--- src/source/monitor_cfg_pkg.sv ---
// Configuration and encodings shared by the core run-time monitor.
// Holds the meaningful widths, the privilege levels, the next-PC sources
// and the exception cause codes that the checkers decode.
// Other files refer to these by scoped names.

`default_nettype none

package monitor_cfg_pkg;

  // Machine word, used for the PC and the saved trap PC
  typedef logic [31:0] xlen_t;
  // Exception cause code as written to the cause CSR
  typedef logic [4:0]  exc_code_t;
  // OBI memory type, bit 0 marks a bufferable access
  typedef logic [1:0]  memtype_t;
  // Atomic operation code on the data bus, zero means a plain access
  typedef logic [5:0]  atop_t;

  localparam int unsigned MEMTYPE_BUFFERABLE_BIT = 0;

  // Only user and machine mode exist on this core
  typedef enum logic [1:0] {
    PRIV_LVL_U = 2'b00,
    PRIV_LVL_M = 2'b11
  } priv_lvl_e;

  // Source of the next fetch address when the controller sets the PC
  typedef enum logic [2:0] {
    PC_BOOT     = 3'd0,
    PC_JUMP     = 3'd1,
    PC_BRANCH   = 3'd2,
    PC_MRET     = 3'd3,
    PC_TRAP_EXC = 3'd4,
    PC_TRAP_IRQ = 3'd5,
    PC_TRAP_DBG = 3'd6,
    PC_TRAP_NMI = 3'd7
  } pc_mux_e;

  localparam exc_code_t EXC_INSTR_BUS_FAULT = 5'h01;
  localparam exc_code_t EXC_ILLEGAL         = 5'h02;
  localparam exc_code_t EXC_BREAKPOINT      = 5'h03;
  localparam exc_code_t EXC_ECALL_M         = 5'h0b;

  localparam int unsigned NUM_EXC_CLASSES = 4;

  // Tracked exception classes, listed from highest to lowest priority
  typedef enum logic [1:0] {
    EXC_CLASS_BUS_FAULT = 2'd0,
    EXC_CLASS_ILLEGAL   = 2'd1,
    EXC_CLASS_ECALL     = 2'd2,
    EXC_CLASS_EBREAK    = 2'd3
  } exc_class_e;

endpackage

`default_nettype wire

--- src/source/monitor_probe_pkg.sv ---
// Probe and result structs for the core run-time monitor.
// Each struct groups the core signals sampled by one part of the monitor.
// The violation vector is the single result of the top level.

`default_nettype none

package monitor_probe_pkg;

  // Write-back stage view of the retiring instruction
  typedef struct packed {
    logic                      valid;
    monitor_cfg_pkg::xlen_t    pc;
    logic                      illegal;
    logic                      ecall;
    logic                      ebreak;
    logic                      bus_err;
    // Debug mode as it will be in the next cycle
    logic                      debug_mode_next;
  } wb_probe_t;

  // Cause and trap PC handed to the CSR file when a trap is taken
  typedef struct packed {
    logic                       save;
    logic                       interrupt;
    monitor_cfg_pkg::exc_code_t exc_code;
    monitor_cfg_pkg::xlen_t     mepc_next;
  } trap_save_t;

  // Controller outputs that steer fetch, plus the debug step bit
  typedef struct packed {
    logic                     pc_set;
    monitor_cfg_pkg::pc_mux_e pc_mux;
    logic                     kill_if;
    logic                     debug_mode;
    logic                     step;
  } ctrl_probe_t;

  // Privilege state across the pipeline and the MRET location
  typedef struct packed {
    monitor_cfg_pkg::priv_lvl_e priv_lvl;
    monitor_cfg_pkg::priv_lvl_e priv_lvl_if;
    logic                       mret_id;
    logic                       mret_ex;
    logic                       mret_wb;
    logic                       if_valid_id;
    monitor_cfg_pkg::priv_lvl_e mpp;
  } priv_probe_t;

  // Instruction and data OBI attributes
  typedef struct packed {
    monitor_cfg_pkg::memtype_t instr_memtype;
    logic                      data_req;
    logic                      data_we;
    monitor_cfg_pkg::memtype_t data_memtype;
    monitor_cfg_pkg::atop_t    data_atop;
  } bus_probe_t;

  // One flag per rule, MSB first; the five priv flags are contiguous
  typedef struct packed {
    logic mepc_mismatch;
    logic step_retire;
    logic priv_consistency;
    logic priv_to_user;
    logic priv_to_machine;
    logic trap_not_machine;
    logic mret_priv;
    logic bus_attr;
  } violation_t;

endpackage

`default_nettype wire

--- src/source/bus_attr_checker.sv ---
// OBI attribute checker for instruction and data requests.
// Fetches and loads must be non-bufferable. Atomics must be absent when
// the A extension is off, and non-bufferable when it is on.

`timescale 1ns/1ps
`default_nettype none

module bus_attr_checker #(
  parameter bit ATOMICS_EN = 1'b0
) (
  input  logic                          clk,
  input  logic                          rst_ni,
  input  monitor_probe_pkg::bus_probe_t bus_i,
  output logic                          bus_attr_o
);

  localparam int unsigned BUF = monitor_cfg_pkg::MEMTYPE_BUFFERABLE_BIT;

  logic fetch_bad;
  logic load_bad;
  logic atop_bad;

  // The fetch attribute is checked every cycle, as in the core's OBI port
  assign fetch_bad = bus_i.instr_memtype[BUF];
  assign load_bad  = bus_i.data_req && !bus_i.data_we && bus_i.data_memtype[BUF];

  if (ATOMICS_EN) begin : g_atomics
    // Atomic requests may not be merged or buffered
    assign atop_bad = bus_i.data_req && (|bus_i.data_atop) && bus_i.data_memtype[BUF];
  end else begin : g_no_atomics
    // Without the A extension the atop lines stay at zero
    assign atop_bad = |bus_i.data_atop;
  end

  always_ff @(posedge clk or negedge rst_ni) begin
    if (!rst_ni) begin
      bus_attr_o <= 1'b0;
    end else begin
      bus_attr_o <= fetch_bad || load_bad || atop_bad;
    end
  end

endmodule

`default_nettype wire

--- src/source/core_monitor_top.sv ---
// Top level of the core run-time monitor.
// Takes the probed core signals as five structs, hands each checker the
// part it needs and gathers the registered flags into one violation
// vector. Every flag trails its offending sample by one cycle.

`timescale 1ns/1ps
`default_nettype none

module core_monitor_top #(
  parameter bit ATOMICS_EN = 1'b0
) (
  input  logic                           clk,
  input  logic                           rst_ni,
  input  monitor_probe_pkg::wb_probe_t   wb_i,
  input  monitor_probe_pkg::trap_save_t  trap_i,
  input  monitor_probe_pkg::ctrl_probe_t ctrl_i,
  input  monitor_probe_pkg::priv_probe_t priv_i,
  input  monitor_probe_pkg::bus_probe_t  bus_i,
  output monitor_probe_pkg::violation_t  violation_o
);

  logic       mepc_mismatch;
  logic       step_retire;
  logic [4:0] priv_flags;
  logic       bus_attr;

  mepc_tracker u_mepc_tracker (
    .clk             (clk),
    .rst_ni          (rst_ni),
    .wb_i            (wb_i),
    .trap_i          (trap_i),
    .mepc_mismatch_o (mepc_mismatch)
  );

  // Stepping is judged on write-back retires against the controller state
  step_monitor u_step_monitor (
    .clk           (clk),
    .rst_ni        (rst_ni),
    .wb_valid_i    (wb_i.valid),
    .debug_mode_i  (ctrl_i.debug_mode),
    .step_i        (ctrl_i.step),
    .step_retire_o (step_retire)
  );

  priv_monitor u_priv_monitor (
    .clk          (clk),
    .rst_ni       (rst_ni),
    .priv_i       (priv_i),
    .ctrl_i       (ctrl_i),
    .priv_flags_o (priv_flags)
  );

  bus_attr_checker #(
    .ATOMICS_EN (ATOMICS_EN)
  ) u_bus_attr_checker (
    .clk        (clk),
    .rst_ni     (rst_ni),
    .bus_i      (bus_i),
    .bus_attr_o (bus_attr)
  );

  // The priv flags arrive in the same order as their struct fields
  assign violation_o = {mepc_mismatch, step_retire, priv_flags, bus_attr};

endmodule

`default_nettype wire

--- src/source/mepc_tracker.sv ---
// Trap PC checker for the four tracked exception classes.
// The first retiring instruction of each class gives the expected trap PC,
// the first matching trap save gives the actual one. A mismatch on that
// first save is flagged one cycle later; later events of a class are ignored.

`timescale 1ns/1ps
`default_nettype none

module mepc_tracker (
  input  logic                          clk,
  input  logic                          rst_ni,
  input  monitor_probe_pkg::wb_probe_t  wb_i,
  input  monitor_probe_pkg::trap_save_t trap_i,
  output logic                          mepc_mismatch_o
);

  localparam int unsigned NC = monitor_cfg_pkg::NUM_EXC_CLASSES;

  // Cause code that the CSR file records for a given class
  function automatic monitor_cfg_pkg::exc_code_t class_code(input logic [1:0] idx);
    monitor_cfg_pkg::exc_code_t code;
    case (monitor_cfg_pkg::exc_class_e'(idx))
      monitor_cfg_pkg::EXC_CLASS_BUS_FAULT: code = monitor_cfg_pkg::EXC_INSTR_BUS_FAULT;
      monitor_cfg_pkg::EXC_CLASS_ILLEGAL:   code = monitor_cfg_pkg::EXC_ILLEGAL;
      monitor_cfg_pkg::EXC_CLASS_ECALL:     code = monitor_cfg_pkg::EXC_ECALL_M;
      default:                              code = monitor_cfg_pkg::EXC_BREAKPOINT;
    endcase
    return code;
  endfunction

  logic                   retire;
  logic [NC-1:0]          exp_hit;
  logic [NC-1:0]          exp_found_q;
  logic [NC-1:0]          act_first;
  logic [NC-1:0]          act_found_q;
  logic [NC-1:0]          cmp_fail;
  monitor_cfg_pkg::xlen_t exp_pc_q [NC];

  ////////////////////////////////////////////////////////////
  // Expected side
  ////////////////////////////////////////////////////////////

  // Several exception bits can be set at once, so only the one with the
  // highest priority decides the class of a retiring instruction
  always_comb begin
    retire  = wb_i.valid && !wb_i.debug_mode_next;
    exp_hit = '0;
    exp_hit[monitor_cfg_pkg::EXC_CLASS_BUS_FAULT] = retire && wb_i.bus_err;
    exp_hit[monitor_cfg_pkg::EXC_CLASS_ILLEGAL]   = retire && !wb_i.bus_err && wb_i.illegal;
    exp_hit[monitor_cfg_pkg::EXC_CLASS_ECALL]     = retire && !wb_i.bus_err && !wb_i.illegal &&
                                                    wb_i.ecall;
    exp_hit[monitor_cfg_pkg::EXC_CLASS_EBREAK]    = retire && !wb_i.bus_err && !wb_i.illegal &&
                                                    !wb_i.ecall && wb_i.ebreak;
  end

  // Captured PCs, written once per class
  always_ff @(posedge clk) begin
    for (int c = 0; c < NC; c++) begin
      if (exp_hit[c] && !exp_found_q[c]) begin
        exp_pc_q[c] <= wb_i.pc;
      end
    end
  end

  ////////////////////////////////////////////////////////////
  // Actual side and comparison
  ////////////////////////////////////////////////////////////

  always_comb begin : cmp_comb
    monitor_cfg_pkg::xlen_t exp_pc;
    logic                   exp_known;
    for (int c = 0; c < NC; c++) begin
      // Saves caused by interrupts never count toward an exception class
      act_first[c] = trap_i.save && !trap_i.interrupt && !act_found_q[c] &&
                     (trap_i.exc_code == class_code(2'(c)));
      // A capture in the same cycle as the first save still counts
      exp_known   = exp_found_q[c] || exp_hit[c];
      exp_pc      = exp_found_q[c] ? exp_pc_q[c] : wb_i.pc;
      cmp_fail[c] = act_first[c] && exp_known && (exp_pc != trap_i.mepc_next);
    end
  end

  always_ff @(posedge clk or negedge rst_ni) begin
    if (!rst_ni) begin
      exp_found_q     <= '0;
      act_found_q     <= '0;
      mepc_mismatch_o <= 1'b0;
    end else begin
      exp_found_q     <= exp_found_q | exp_hit;
      act_found_q     <= act_found_q | act_first;
      mepc_mismatch_o <= |cmp_fail;
    end
  end

  // Interrupt saves carry a valid cause code, never an unknown one
  a_irq_code_range : assert property (@(posedge clk) disable iff (!rst_ni)
    (trap_i.save && trap_i.interrupt) |->
      (!$isunknown(trap_i.exc_code) && (int'(trap_i.exc_code) inside {[0:31]})))
    else $error("Interrupt trap save with exception code outside 0 to 31");

endmodule

`default_nettype wire

--- src/source/priv_monitor.sv ---
// Privilege-level checker for the fetch side of the pipeline.
// Keeps last cycle's IF privilege level and tests five transition and
// consistency rules. The flags leave as a 5-bit vector in the order of
// the priv fields of the violation struct, MSB first.

`timescale 1ns/1ps
`default_nettype none

module priv_monitor (
  input  logic                           clk,
  input  logic                           rst_ni,
  input  monitor_probe_pkg::priv_probe_t priv_i,
  input  monitor_probe_pkg::ctrl_probe_t ctrl_i,
  output logic [4:0]                     priv_flags_o
);

  monitor_cfg_pkg::priv_lvl_e priv_lvl_if_q;
  logic                       hist_valid_q;
  logic                       pc_mux_is_trap;
  logic                       lvl_changed;
  logic                       mret_in_pipe;
  logic [4:0]                 flags_d;

  // All four trap sources count, including debug entry and NMI
  assign pc_mux_is_trap = ctrl_i.pc_mux inside {monitor_cfg_pkg::PC_TRAP_EXC,
                                                monitor_cfg_pkg::PC_TRAP_IRQ,
                                                monitor_cfg_pkg::PC_TRAP_DBG,
                                                monitor_cfg_pkg::PC_TRAP_NMI};

  // History is meaningless in the first cycle out of reset
  assign lvl_changed  = hist_valid_q && (priv_i.priv_lvl_if != priv_lvl_if_q);
  assign mret_in_pipe = priv_i.mret_id || priv_i.mret_ex || priv_i.mret_wb;

  ////////////////////////////////////////////////////////////
  // Rules
  ////////////////////////////////////////////////////////////

  always_comb begin
    // MRET in ID moves the IF level ahead of priv_lvl until it retires
    flags_d[4] = hist_valid_q && (priv_lvl_if_q != priv_i.priv_lvl) && !mret_in_pipe;
    // Dropping to user mode is only done by an MRET in ID with mpp = U
    flags_d[3] = lvl_changed && (priv_i.priv_lvl_if == monitor_cfg_pkg::PRIV_LVL_U) &&
                 !(priv_i.mret_id && priv_i.if_valid_id &&
                   (priv_i.mpp == monitor_cfg_pkg::PRIV_LVL_U));
    // Raising to machine mode needs a trap, or a killed IF that restores M
    flags_d[2] = lvl_changed && (priv_i.priv_lvl_if == monitor_cfg_pkg::PRIV_LVL_M) &&
                 !((ctrl_i.pc_set && pc_mux_is_trap) || ctrl_i.kill_if);
    // Traps outside debug always fetch the handler in machine mode
    flags_d[1] = ctrl_i.pc_set && pc_mux_is_trap && !ctrl_i.debug_mode &&
                 (priv_i.priv_lvl_if != monitor_cfg_pkg::PRIV_LVL_M);
    // Jump to mepc fetches with the level held in mstatus.mpp
    flags_d[0] = ctrl_i.pc_set && (ctrl_i.pc_mux == monitor_cfg_pkg::PC_MRET) &&
                 (priv_i.priv_lvl_if != priv_i.mpp);
  end

  always_ff @(posedge clk or negedge rst_ni) begin
    if (!rst_ni) begin
      priv_lvl_if_q <= monitor_cfg_pkg::PRIV_LVL_M;
      hist_valid_q  <= 1'b0;
      priv_flags_o  <= '0;
    end else begin
      priv_lvl_if_q <= priv_i.priv_lvl_if;
      hist_valid_q  <= 1'b1;
      priv_flags_o  <= flags_d;
    end
  end

  // The controller only ever selects a defined next-PC source
  a_pc_mux_defined : assert property (@(posedge clk) disable iff (!rst_ni)
    ctrl_i.pc_set |-> (!$isunknown(ctrl_i.pc_mux) &&
                       (ctrl_i.pc_mux inside {[monitor_cfg_pkg::PC_BOOT :
                                               monitor_cfg_pkg::PC_TRAP_NMI]})))
    else $error("PC set with an unused pc_mux encoding");

endmodule

`default_nettype wire

--- src/source/step_monitor.sv ---
// Single-step retire checker.
// A retire while stepping outside debug arms the checker. The next retire
// must happen in debug mode with step still set, otherwise a second
// instruction slipped through and the flag rises one cycle later.

`timescale 1ns/1ps
`default_nettype none

module step_monitor (
  input  logic clk,
  input  logic rst_ni,
  input  logic wb_valid_i,
  input  logic debug_mode_i,
  input  logic step_i,
  output logic step_retire_o
);

  logic armed_q;
  logic armed_d;
  logic step_fail;

  always_comb begin
    armed_d = armed_q;
    // Each retire either re-arms or clears, so the rule restarts on
    // every stepped instruction
    if (wb_valid_i) begin
      armed_d = step_i && !debug_mode_i;
    end
  end

  // Second retire after a stepped one, but not from debug mode
  assign step_fail = wb_valid_i && armed_q && !(debug_mode_i && step_i);

  always_ff @(posedge clk or negedge rst_ni) begin
    if (!rst_ni) begin
      armed_q       <= 1'b0;
      step_retire_o <= 1'b0;
    end else begin
      armed_q       <= armed_d;
      step_retire_o <= step_fail;
    end
  end

  // A retire is only judged against known debug and step bits
  a_retire_inputs_known : assert property (@(posedge clk) disable iff (!rst_ni)
    wb_valid_i |-> !$isunknown({debug_mode_i, step_i}))
    else $error("Retire with an unknown debug mode or step bit");

endmodule

`default_nettype wire

--- config.mk ---
export PLATFORM = sky130hd
export DESIGN_NAME = core_monitor_top
export DESIGN_NICKNAME = d
export VERILOG_FILES = /design/src/source/monitor_cfg_pkg.sv /design/src/source/monitor_probe_pkg.sv /design/src/source/bus_attr_checker.sv /design/src/source/core_monitor_top.sv /design/src/source/mepc_tracker.sv /design/src/source/priv_monitor.sv /design/src/source/step_monitor.sv
export SDC_FILE = /design/constraint.sdc
export NUM_CORES = 1
export LEC_CHECK = 0
export ABC_AREA = 1
export BUFFER_PORTS_ARGS = -buffer_cell sky130_fd_sc_hd__buf_2
export CORE_AREA = 2 2 194 196
export DETAILED_ROUTE_END_ITERATION = 8
export DIE_AREA = 0 0 196 198
export GPL_TIMING_DRIVEN = 0
export SKIP_CTS_REPAIR_TIMING = 1
export SYNTH_ARGS = -nofsm -noshare
export SYNTH_HDL_FRONTEND = slang
export SYNTH_HIERARCHICAL = 1
export SYNTH_SLANG_ARGS = --single-unit
--- constraint.sdc ---
create_clock -name clk -period 2.3 [get_ports clk]
set_clock_uncertainty 0.1 [all_clocks]
set_input_delay 0.23 -clock clk [delete_from_list [all_inputs] [get_ports clk]]
set_output_delay 0.23 -clock clk [all_outputs]
set_load 0.1 [all_outputs]
After elaboration in Yosys (flattened, before gate mapping)
Memory sizes are Yosys's and may differ from the RTL's.
Cells that the tools add are included.
{ "word_totals": {"reg_bits": 20, "ramBits": 128, "in_bits": 108, "output_inout_bits": 8, "wordCells": 136, "memories": 1} }
{ "classes": {"eq_ne": 18, "muxes": 21, "bitwise": 2, "n_reduce_logical": 85} }
{ "memory_table": {"columns": ["name", "words", "word_bits", "rd", "rd_ports_with_merged_regs", "write_ports", "line_no", "text"], "rows": [
  ["u_mepc_tracker.exp_pc_q", 4, 32, 4, 0, 1, "mepc_tracker.sv:37", "monitor_cfg_pkg::xlen_t exp_pc_q [NC];"]
]} }
{ "op_table": {"columns": ["operator", "count"], "rows": [
  ["32-bit two-way mux", 7],
  ["32-bit != test", 4],
  ["32-bit OR reduction", 3],
  ["1-bit logical AND", 49],
  ["1-bit logical NOT", 19],
  ["3-bit == test, second input constant", 4],
  ["1-bit two-way mux", 11],
  ["5-bit by 2-bit == test with 1-bit output, second input constant", 2],
  ["1-bit logical OR", 9],
  ["4-bit bitwise OR", 2],
  ["2-bit two-way mux", 3],
  ["2-bit != test", 3],
  ["6-bit OR reduction", 1],
  ["5-bit by 1-bit == test with 1-bit output, second input constant", 1],
  ["5-bit by 4-bit == test with 1-bit output, second input constant", 1],
  ["2-bit logical NOT", 2],
  ["4-bit nonzero test", 1],
  ["4-bit OR reduction", 1],
  ["3-bit by 2-bit == test with 1-bit output, second input constant", 1],
  ["2-bit == test, second input constant", 1],
  ["2-bit != test, second input constant", 1]
]} }

Depth between registers and ports, before layout
Gate-level depths: netlist (run 1).
{ "depth": {"ltp_word": 11, "ltp_mapped": 17, "mapped_depth_nobuf": 15} }

Modules after synthesis
The synthesis (run 1) kept the hierarchy.
{ "by_module_without_submodules": {"columns": ["module", "n_inst", "cells_each", "area_per_inst_um2"], "rows": [
  ["mepc_tracker", 1, 1208, 8514.4],
  ["priv_monitor", 1, 42, 364.1],
  ["step_monitor", 1, 9, 82.6],
  ["bus_attr_checker", 1, 11, 70.1],
  ["core_monitor_top", 1, 3, 22.5]
]} }

Worst setup path before layout (run 1)
OpenSTA, ideal clock, no wires.
{ "synth_timing": {"path_type": "register to register", "startpoint": "register u_mepc_tracker.exp_found_q[1]", "endpoint": "memory u_mepc_tracker/exp_pc_q[1][0] (netlist name), enable pin", "arrival_time_ns": 2.029, "setup_slack_ns": -0.250, "path_stages_with_launch": 4, "path_buffers": 2, "path_cell_list": "dfrtp_1 -> buf_6 -> buf_4 -> nor2_1"} }
{ "synth_via": {"elab_chain_len": 8, "elab_cells_between_ends": 11, "cone_classes": "mux (8); reduce/logical (3)"} }
{ "synth_rtl": {"columns": ["item", "line_no", "text"], "rows": [
  ["start, declared", "mepc_tracker.sv:33", "logic [NC-1:0] exp_found_q;"],
  ["start signal, assigned", "mepc_tracker.sv:89", "exp_found_q <= exp_found_q | exp_hit;"],
  ["1-bit logical NOT (*)", "mepc_tracker.sv:59", "if (exp_hit[c] && !exp_found_q[c]) begin"],
  ["1-bit logical AND (*)", "mepc_tracker.sv:59", null],
  ["1-bit two-way mux (*)", "mepc_tracker.sv:59", null],
  ["1-bit two-way mux (not written as such) (*)", "mepc_tracker.sv:60", "exp_pc_q[c] <= wb_i.pc;"],
  ["32-bit OR reduction (no source line)", null, null],
  ["2-bit two-way mux (no source line) or 1-bit two-way mux (tied branches) (3 in a row)", null, null],
  ["end, declared", "mepc_tracker.sv:37", null]
]} }
Mark *: on every way between the ends. The rest lies on a longest branch, timed or not.

Final worst setup path (run 1)
{ "layout_timing": {"startpoint": "register u_mepc_tracker.exp_found_q[0]", "endpoint": "register u_mepc_tracker.mepc_mismatch_o"} }
{ "layout_via": {"elab_chain_len": 4, "elab_cells_between_ends": 6, "cone_classes": "eq/ne (1); mux (1); reduce/logical (4)"} }
{ "layout_rtl": {"columns": ["item", "line_no", "text"], "rows": [
  ["32-bit two-way mux or 1-bit logical OR (tied branches)", "mepc_tracker.sv:78, mepc_tracker.sv:77", null],
  ["32-bit != test or 1-bit logical AND (tied branches)", "mepc_tracker.sv:79", "cmp_fail[c] = act_first[c] && exp_known && (exp_pc != trap_i.mepc_next);"],
  ["1-bit logical AND (*)", "mepc_tracker.sv:79", null],
  ["4-bit OR reduction (*)", "mepc_tracker.sv:91", "mepc_mismatch_o <= |cmp_fail;"],
  ["end signal, assigned", "mepc_tracker.sv:91", null],
  ["end, declared", "mepc_tracker.sv:14", "output logic mepc_mismatch_o"]
]} }
Marked as above.
A chain may end at the register's enable or synchronous reset.

==> results of run 1 <==
[routing by layer]
layer / vias to the layer above / share of wire, % / wire (µm)
met3: 47 / 8.5 / 2480
met1: 4075 / 44 / 12800
met5: - / 0.13 / 38
met4: 6 / 2.2 / 631
li1: 4386 / - / -
met2: 343 / 45 / 13200
[worst max-delay path, delay by kind of cell, from the launching register on]
kind                   cells  cell delay [ns]
AND/OR/NAND/NOR           12             1.08
buffers and inverters      4             0.46
flip-flops                 1             0.37
[registers in the layout, indices dropped and copies added, names as in the netlist]
| register | cells |
|---|---|
| u_bus_attr_checker/bus_attr_o | 1 |
| u_mepc_tracker/act_found_q | 4 |
| u_mepc_tracker/exp_found_q | 4 |
| u_mepc_tracker/exp_pc_q | 128 |
| u_mepc_tracker/mepc_mismatch_o | 1 |
| u_priv_monitor/hist_valid_q | 1 |
| u_priv_monitor/priv_flags_o | 5 |
| u_priv_monitor/priv_lvl_if_q | 2 |
| u_step_monitor/armed_q | 1 |
| u_step_monitor/step_retire_o | 1 |
[layout make-up]
class | count | area share, %
antenna | 4 | 0.0873
buffer | 31 | 2.72
clock buffer | 20 | 3.81
clock inverter | 12 | 1.55
inverter | 130 | 4.43
multi-input combinational | 964 | 34.3
sequential | 148 | 37.9
tap | 474 | 5.17
timing repair buffer | 166 | 10.0
[placed cells by master, fill, tap and decap left out, types with 3 or more instances in the layout]
master,n
clkbuf_1,3
diode_2,4
nor2_2,5
nand2_2,5
buf_4,13
dfrtp_1,18
clkbuf_16,17
buf_2,113
bufinv_16,4
nor2_1,49
clkinv_2,3
inv_1,126
a21oi_1,5
buf_6,15
nor2_4,4
dlygate4sd3_1,49
nand4_1,4
edfxtp_1,128
xnor2_1,4
buf_8,3
inv_6,6
nand3_1,148
nand2_1,724
o21ai_0,4
[cell families after synthesis]
logic type / synth area share (%)
buf+inv: 8.97
other cells: 0.0414
flops: 48.0
simple gates: 41.9
xor+xnor: 0.387
compound gates: 0.677
[worst paths after layout]
check | slack [ns] | endpoint | startpoint
min reg2reg | 0.37 | u_mepc_tracker/act_found_q[0] | u_mepc_tracker/act_found_q[0]
max | 0.16 | u_mepc_tracker/mepc_mismatch_o | u_mepc_tracker/exp_found_q[0]
max in group asynchronous | 1.59 | u_priv_monitor/priv_lvl_if_q[1] | rst_ni
max reg2reg | 0.16 | u_mepc_tracker/mepc_mismatch_o | u_mepc_tracker/exp_found_q[0]
min | -0.01 | u_priv_monitor/priv_flags_o[0] | priv_i[0]
min in group asynchronous | 0.17 | u_priv_monitor/hist_valid_q | rst_ni
[power breakdown]
group / internal (mW) / total [mW] / switching (mW)
clock network: 1.82 / 2.94 / 1.13
logic: 0.203 / 0.510 / 0.306
registers: 2.93 / 2.93 / 0.00565
total: 4.95 / 6.39 / 1.44
==> results.cfg, run 1 <==
[yosys]
synth_ff_type = edfxtp_1
postSynth.asyncResetShare_pct = 13.5
synth.most_common_cell = nand2_1
ys_seq_elements = 148
synth_area_per_cell_um2 = 7.11
synth_edf_count = 128
yosysSeqAreaShare_pct = 48.0
synth_top_area_share_pct = 42.5
netlist_area_um2 = 9050
yosysTopAreaCell = edfxtp_1
synth_nets = 1381
synth_common_cells = 724 x nand2_1, 148 x nand3_1, 128 x edfxtp_1, 126 x inv_1, 56 x nor2_1
netlist_instances = 1273
synth_cell_type_count = 26
synthTopCellsByArea = edfxtp_1 42%, nand2_1 30%, nand3_1 8.2%
yosysWarningCount = 6

[global_routing]
grt_pass1_wl_mm = 44.0
grtUsageMet3_pct = 4.46
busiest_layer = met2
grt.total_usage_pct = 15.0
grt_use_met1_pct = 19.0
grt_max_degree = 22
grt-ovfl-total = 0
grt_pass1_vias = 8122
grt_use_met2_pct = 24.4
antenna_found_initial = 5

[route]
via_per_inst = 4.54
drtPass1Iterations = 7
vias = 8857
first_iter_violations = 717
drc = 0
wl_mm = 29.1
post_drt_wl_per_cell_um = 14.9
drtAntennaViolNets = 0

[timing]
holdWs_ns = -0.0117
finalHoldViolCount = 6
maxSlewHeadroom_pct = 51.5
finalCriticalPeriod_ns = 2.14
setup_viol = 0
tightest_slew_ns = 0.726
fin_crit_sh_pct = 93.1
tns_ns = 0
fmax_mhz = 467
timing.final.max_slew_violations = 0
fin_ws_ns = 0.159

[cts]
cts_tree = yes
clockBufferDepth = 2
numClockSinks = 148
htreeDepth = 4
cts-root-buf = clkbuf_16
clk_pin_slew_ns = 0.06
cts_buffers = 17
clk-insertion-delay-late_ns = 0.43

[critical_path]
crit_fanout = 10
cp.arrival_ns = 2.37
critical_path_class = reg -> reg
slowest_delay_ns = 0.37
crit_slowest_cell = dfrtp_1
rr_worst_depth = 16
cp-start-kind = flop
cp_common_cell = nand2_1
required_ns = 2.53
cp-end-kind = flop
worstPathCellList = buf_6, inv_6, buf_8, nand2_1, nand2_1, nand2_1, nand2_1, nand2_1, nor2_1, nand2_1, nor2_2, nand2_1, nand2_1, nand2_1, inv_1, nand2_1

[power_and_ir_drop]
power.leakage_nw = 5.64
irDropWorstVdd_uv = 397
p_per_area_nw_per_um2 = 557
power_mw = 6.39

[placed_design]
dp.cells = 1864
dp_hpwl_mm = 20.6
dpl_worst_slack_ns = 0.120
io_buffers = 113
place_area_um2 = 10300
gp_congestion = 0.850

[floorplanning]
dieArea_um2 = 38800
core_area_um2 = 37000
die_x_um = 196
top_level_ports = 116
die_h_um = 198
core.rowCount = 71
start_util_pct = 24.5

[status]
violations = negative hold slack
outcome = finished with violations

[cells_and_area]
multi_input_area_um2 = 3930
final_area_um2 = 11500
area_delta_synth_final_pct = 26.7
instances_no_fill = 1949
layout-drive-gt1-share_pct = 13.5
nFillCells = 3959
nNetsFinal = 1566
seq_area_um2 = 4350
finalCoreUtilization_pct = 31.0

[worst_hold_path]
hold_class = in -> reg
hold_depth = 3

[job]
max_cap_viol_count = 0
(Power assumes the default switching activity.)
==> run 2, diff against run 1 <==
==> constraint.sdc (replaced) <==
create_clock -name clk -period 2.35 [get_ports clk]
set_clock_uncertainty 0.1 [all_clocks]
set_input_delay 0.235 -clock clk [delete_from_list [all_inputs] [get_ports clk]]
set_output_delay 0.235 -clock clk [all_outputs]
set_load 0.1 [all_outputs]
==> run 2 against run 1 <==
Compared with the run above:
- the flow still finishes with violations (negative hold slack)
- sequential cell count stayed put
- core utilization is 0.16 points lower
- count of clock-buffer cells in the layout stayed put
- global-route usage stayed put
- clock power is 2% lower
- cell count is 0.21% lower
- worst setup slack better by 0.061 ns
- non-clock buffer count is 5 lower
- fmax is 0.52% higher
- register-to-register slack better by 0.06 ns
- combinational power is 4% lower
- critical endpoint unchanged
==> results.cfg, run 2 (synthesized netlist as in run 1, its figures left out) <==
[power_and_ir_drop]
pwr-share-comb_pct = 7.9
power.leakage_nw = 5.62
clock_power_share_pct = 46.1
swShare_pct = 22.4
p_int_mw = 4.84
p_per_area_nw_per_um2 = 547
irDropWorstVdd_uv = 387
p_sw_mw = 1.40
p_seq_share_pct = 46.0

[timing]
fin_ws_ns = 0.220
holdWs_ns = -0.00776
fin_crit_sh_pct = 90.6
finalHoldViolCount = 9
fmax_mhz = 470
tightest_slew_ns = 0.722
rsz0062_at_grt = no
setup_viol = 0
finalCriticalPeriod_ns = 2.13
tns_ns = 0
maxSlewHeadroom_pct = 51.8
timing.final.max_slew_violations = 0

[global_routing]
antenna_found_initial = 5
grt_pass1_wl_mm = 44.0
grt.total_usage_pct = 15.0
grt_max_degree = 22
grt-ovfl-total = 0
grt_pass1_vias = 8122

[placed_design]
dp.cells = 1864
place_area_um2 = 10300
dpl_worst_slack_ns = 0.165
gp_congestion = 0.850
io_buffers = 113
dp_hpwl_mm = 20.6

[cells_and_area]
layout-drive-gt1-share_pct = 13.4
instances_no_fill = 1945
largest_register_ffs = 128
regMostFlops = u_mepc_tracker/exp_pc_q
layout_commonest_cell = nand2_1
multi_input_area_um2 = 3930
seq_area_um2 = 4350
nNetsFinal = 1561
area_delta_synth_final_pct = 26.0
final_area_um2 = 11400
nFillCells = 3964
final_cell_mix = 724 x nand2_1, 148 x nand3_1, 128 x edfxtp_1
top_regs = u_mepc_tracker/exp_pc_q: 128 flops, u_priv_monitor/priv_flags_o: 5 flops

[status]
violations = negative hold slack
outcome = finished with violations

[critical_path]
critical_path_class = reg -> reg
cp-end-kind = flop
cp.arrival_ns = 2.36
required_ns = 2.58
cp-start-kind = flop
crit_fanout = 10

[route]
drtPass1Iterations = 5
post_drt_wl_per_cell_um = 14.9
wl_mm = 29.1
via_per_inst = 4.55
drtAntennaViolNets = 0
first_iter_violations = 638
vias = 8850
drc = 0

[cts]
numClockSinks = 148
cts_buffers = 17
clk-insertion-delay-late_ns = 0.43
clk_pin_slew_ns = 0.06
cts_tree = yes
htreeDepth = 4
cts-root-buf = clkbuf_16
clockBufferDepth = 2

[floorplanning]
die_x_um = 196
core_area_um2 = 37000
dieArea_um2 = 38800
die_h_um = 198
top_level_ports = 116
core.rowCount = 71
start_util_pct = 24.5

[worst_hold_path]
hold_class = in -> reg

[job]
max_cap_viol_count = 0
[run 2: changes by cell type in the layout (fill, tap and decap cells not counted)]
cell,previous run,this run
nor2_2,5,3
nor2_1,49,51
buf_6,15,17
diode_2,4,5
buf_8,3,1
dlygate4sd3_1,49,44
[run 2: stage by stage]
step / total power [mW] / hold WS, ns / utilization, %
5_1_grt: 6.45 / 0.00116 / 30.8
3_5_place_dp: 3.36 / 0.110 / 28.0
3_3_place_gp: 3.35 / 0.112 / 27.7
6_report: 6.24 / -0.00776 / 30.9
4_1_cts: 6.24 / -0.360 / 29.6
2_1_floorplan: 3.13 / -0.161 / -
[run 2: final cells by class]
class	count	share of cell area [%]
flip-flops and latches	148	38.1
diodes	5	0.110
well taps	474	5.20
repair buffers	161	9.65
clock inverters	12	1.56
multi-input cells	964	34.4
plain buffers	31	2.67
clock buffers	20	3.83
inverters	130	4.45
[run 2: power groups by stage]
stage / registers, mW / logic [mW] / clock network (mW)
2_1_floorplan: 2.95 / 0.185 / 0
3_3_place_gp: 2.93 / 0.422 / 0
3_5_place_dp: 2.93 / 0.433 / 0
4_1_cts: 2.87 / 0.434 / 2.93
5_1_grt: 2.87 / 0.553 / 3.03
6_report: 2.87 / 0.491 / 2.88
[run 2: worst max-delay path: stages (launching register included)]
cell and delay (ns):
dfrtp_1 0.37, buf_6 0.16, inv_6 0.11, buf_6 0.18, nand2_1 0.09, nand2_1 0.06, nand2_1 0.04, nand2_1 0.06
nand2_1 0.06, nor2_1 0.14, nand2_1 0.12, nor2_1 0.16, nand2_1 0.13, nand2_1 0.08, nand2_1 0.04, inv_1 0.04
nand2_1 0.05
[run 2: routing by layer]
layer | share of wire, % | GRT usage (%) | wire, µm
met2 | 45 | 24.4 | 13200
met5 | 0.13 | 0 | 38
met3 | 8.8 | 4.46 | 2550
met4 | 2.1 | 5.13 | 614
met1 | 43 | 19.0 | 12600
[run 2: path summary, 6_finish.rpt]
| kind | end | cells past startpoint | from | slack [ns] |
|---|---|---|---|---|
| max in group asynchronous | u_priv_monitor/priv_lvl_if_q[1] | 2 | rst_ni | 1.63 |
| worst max register to register | u_mepc_tracker/mepc_mismatch_o | 16 | u_mepc_tracker/exp_found_q[2] | 0.22 |
| worst min register to register | u_mepc_tracker/act_found_q[0] | 2 | u_mepc_tracker/act_found_q[0] | 0.37 |
| worst max-delay path | u_mepc_tracker/mepc_mismatch_o | 16 | u_mepc_tracker/exp_found_q[2] | 0.22 |
| worst min-delay path | u_mepc_tracker/exp_pc_q[1][7] | 1 | wb_i[12] | -0.008 |
| min in group asynchronous | u_priv_monitor/hist_valid_q | 2 | rst_ni | 0.18 |
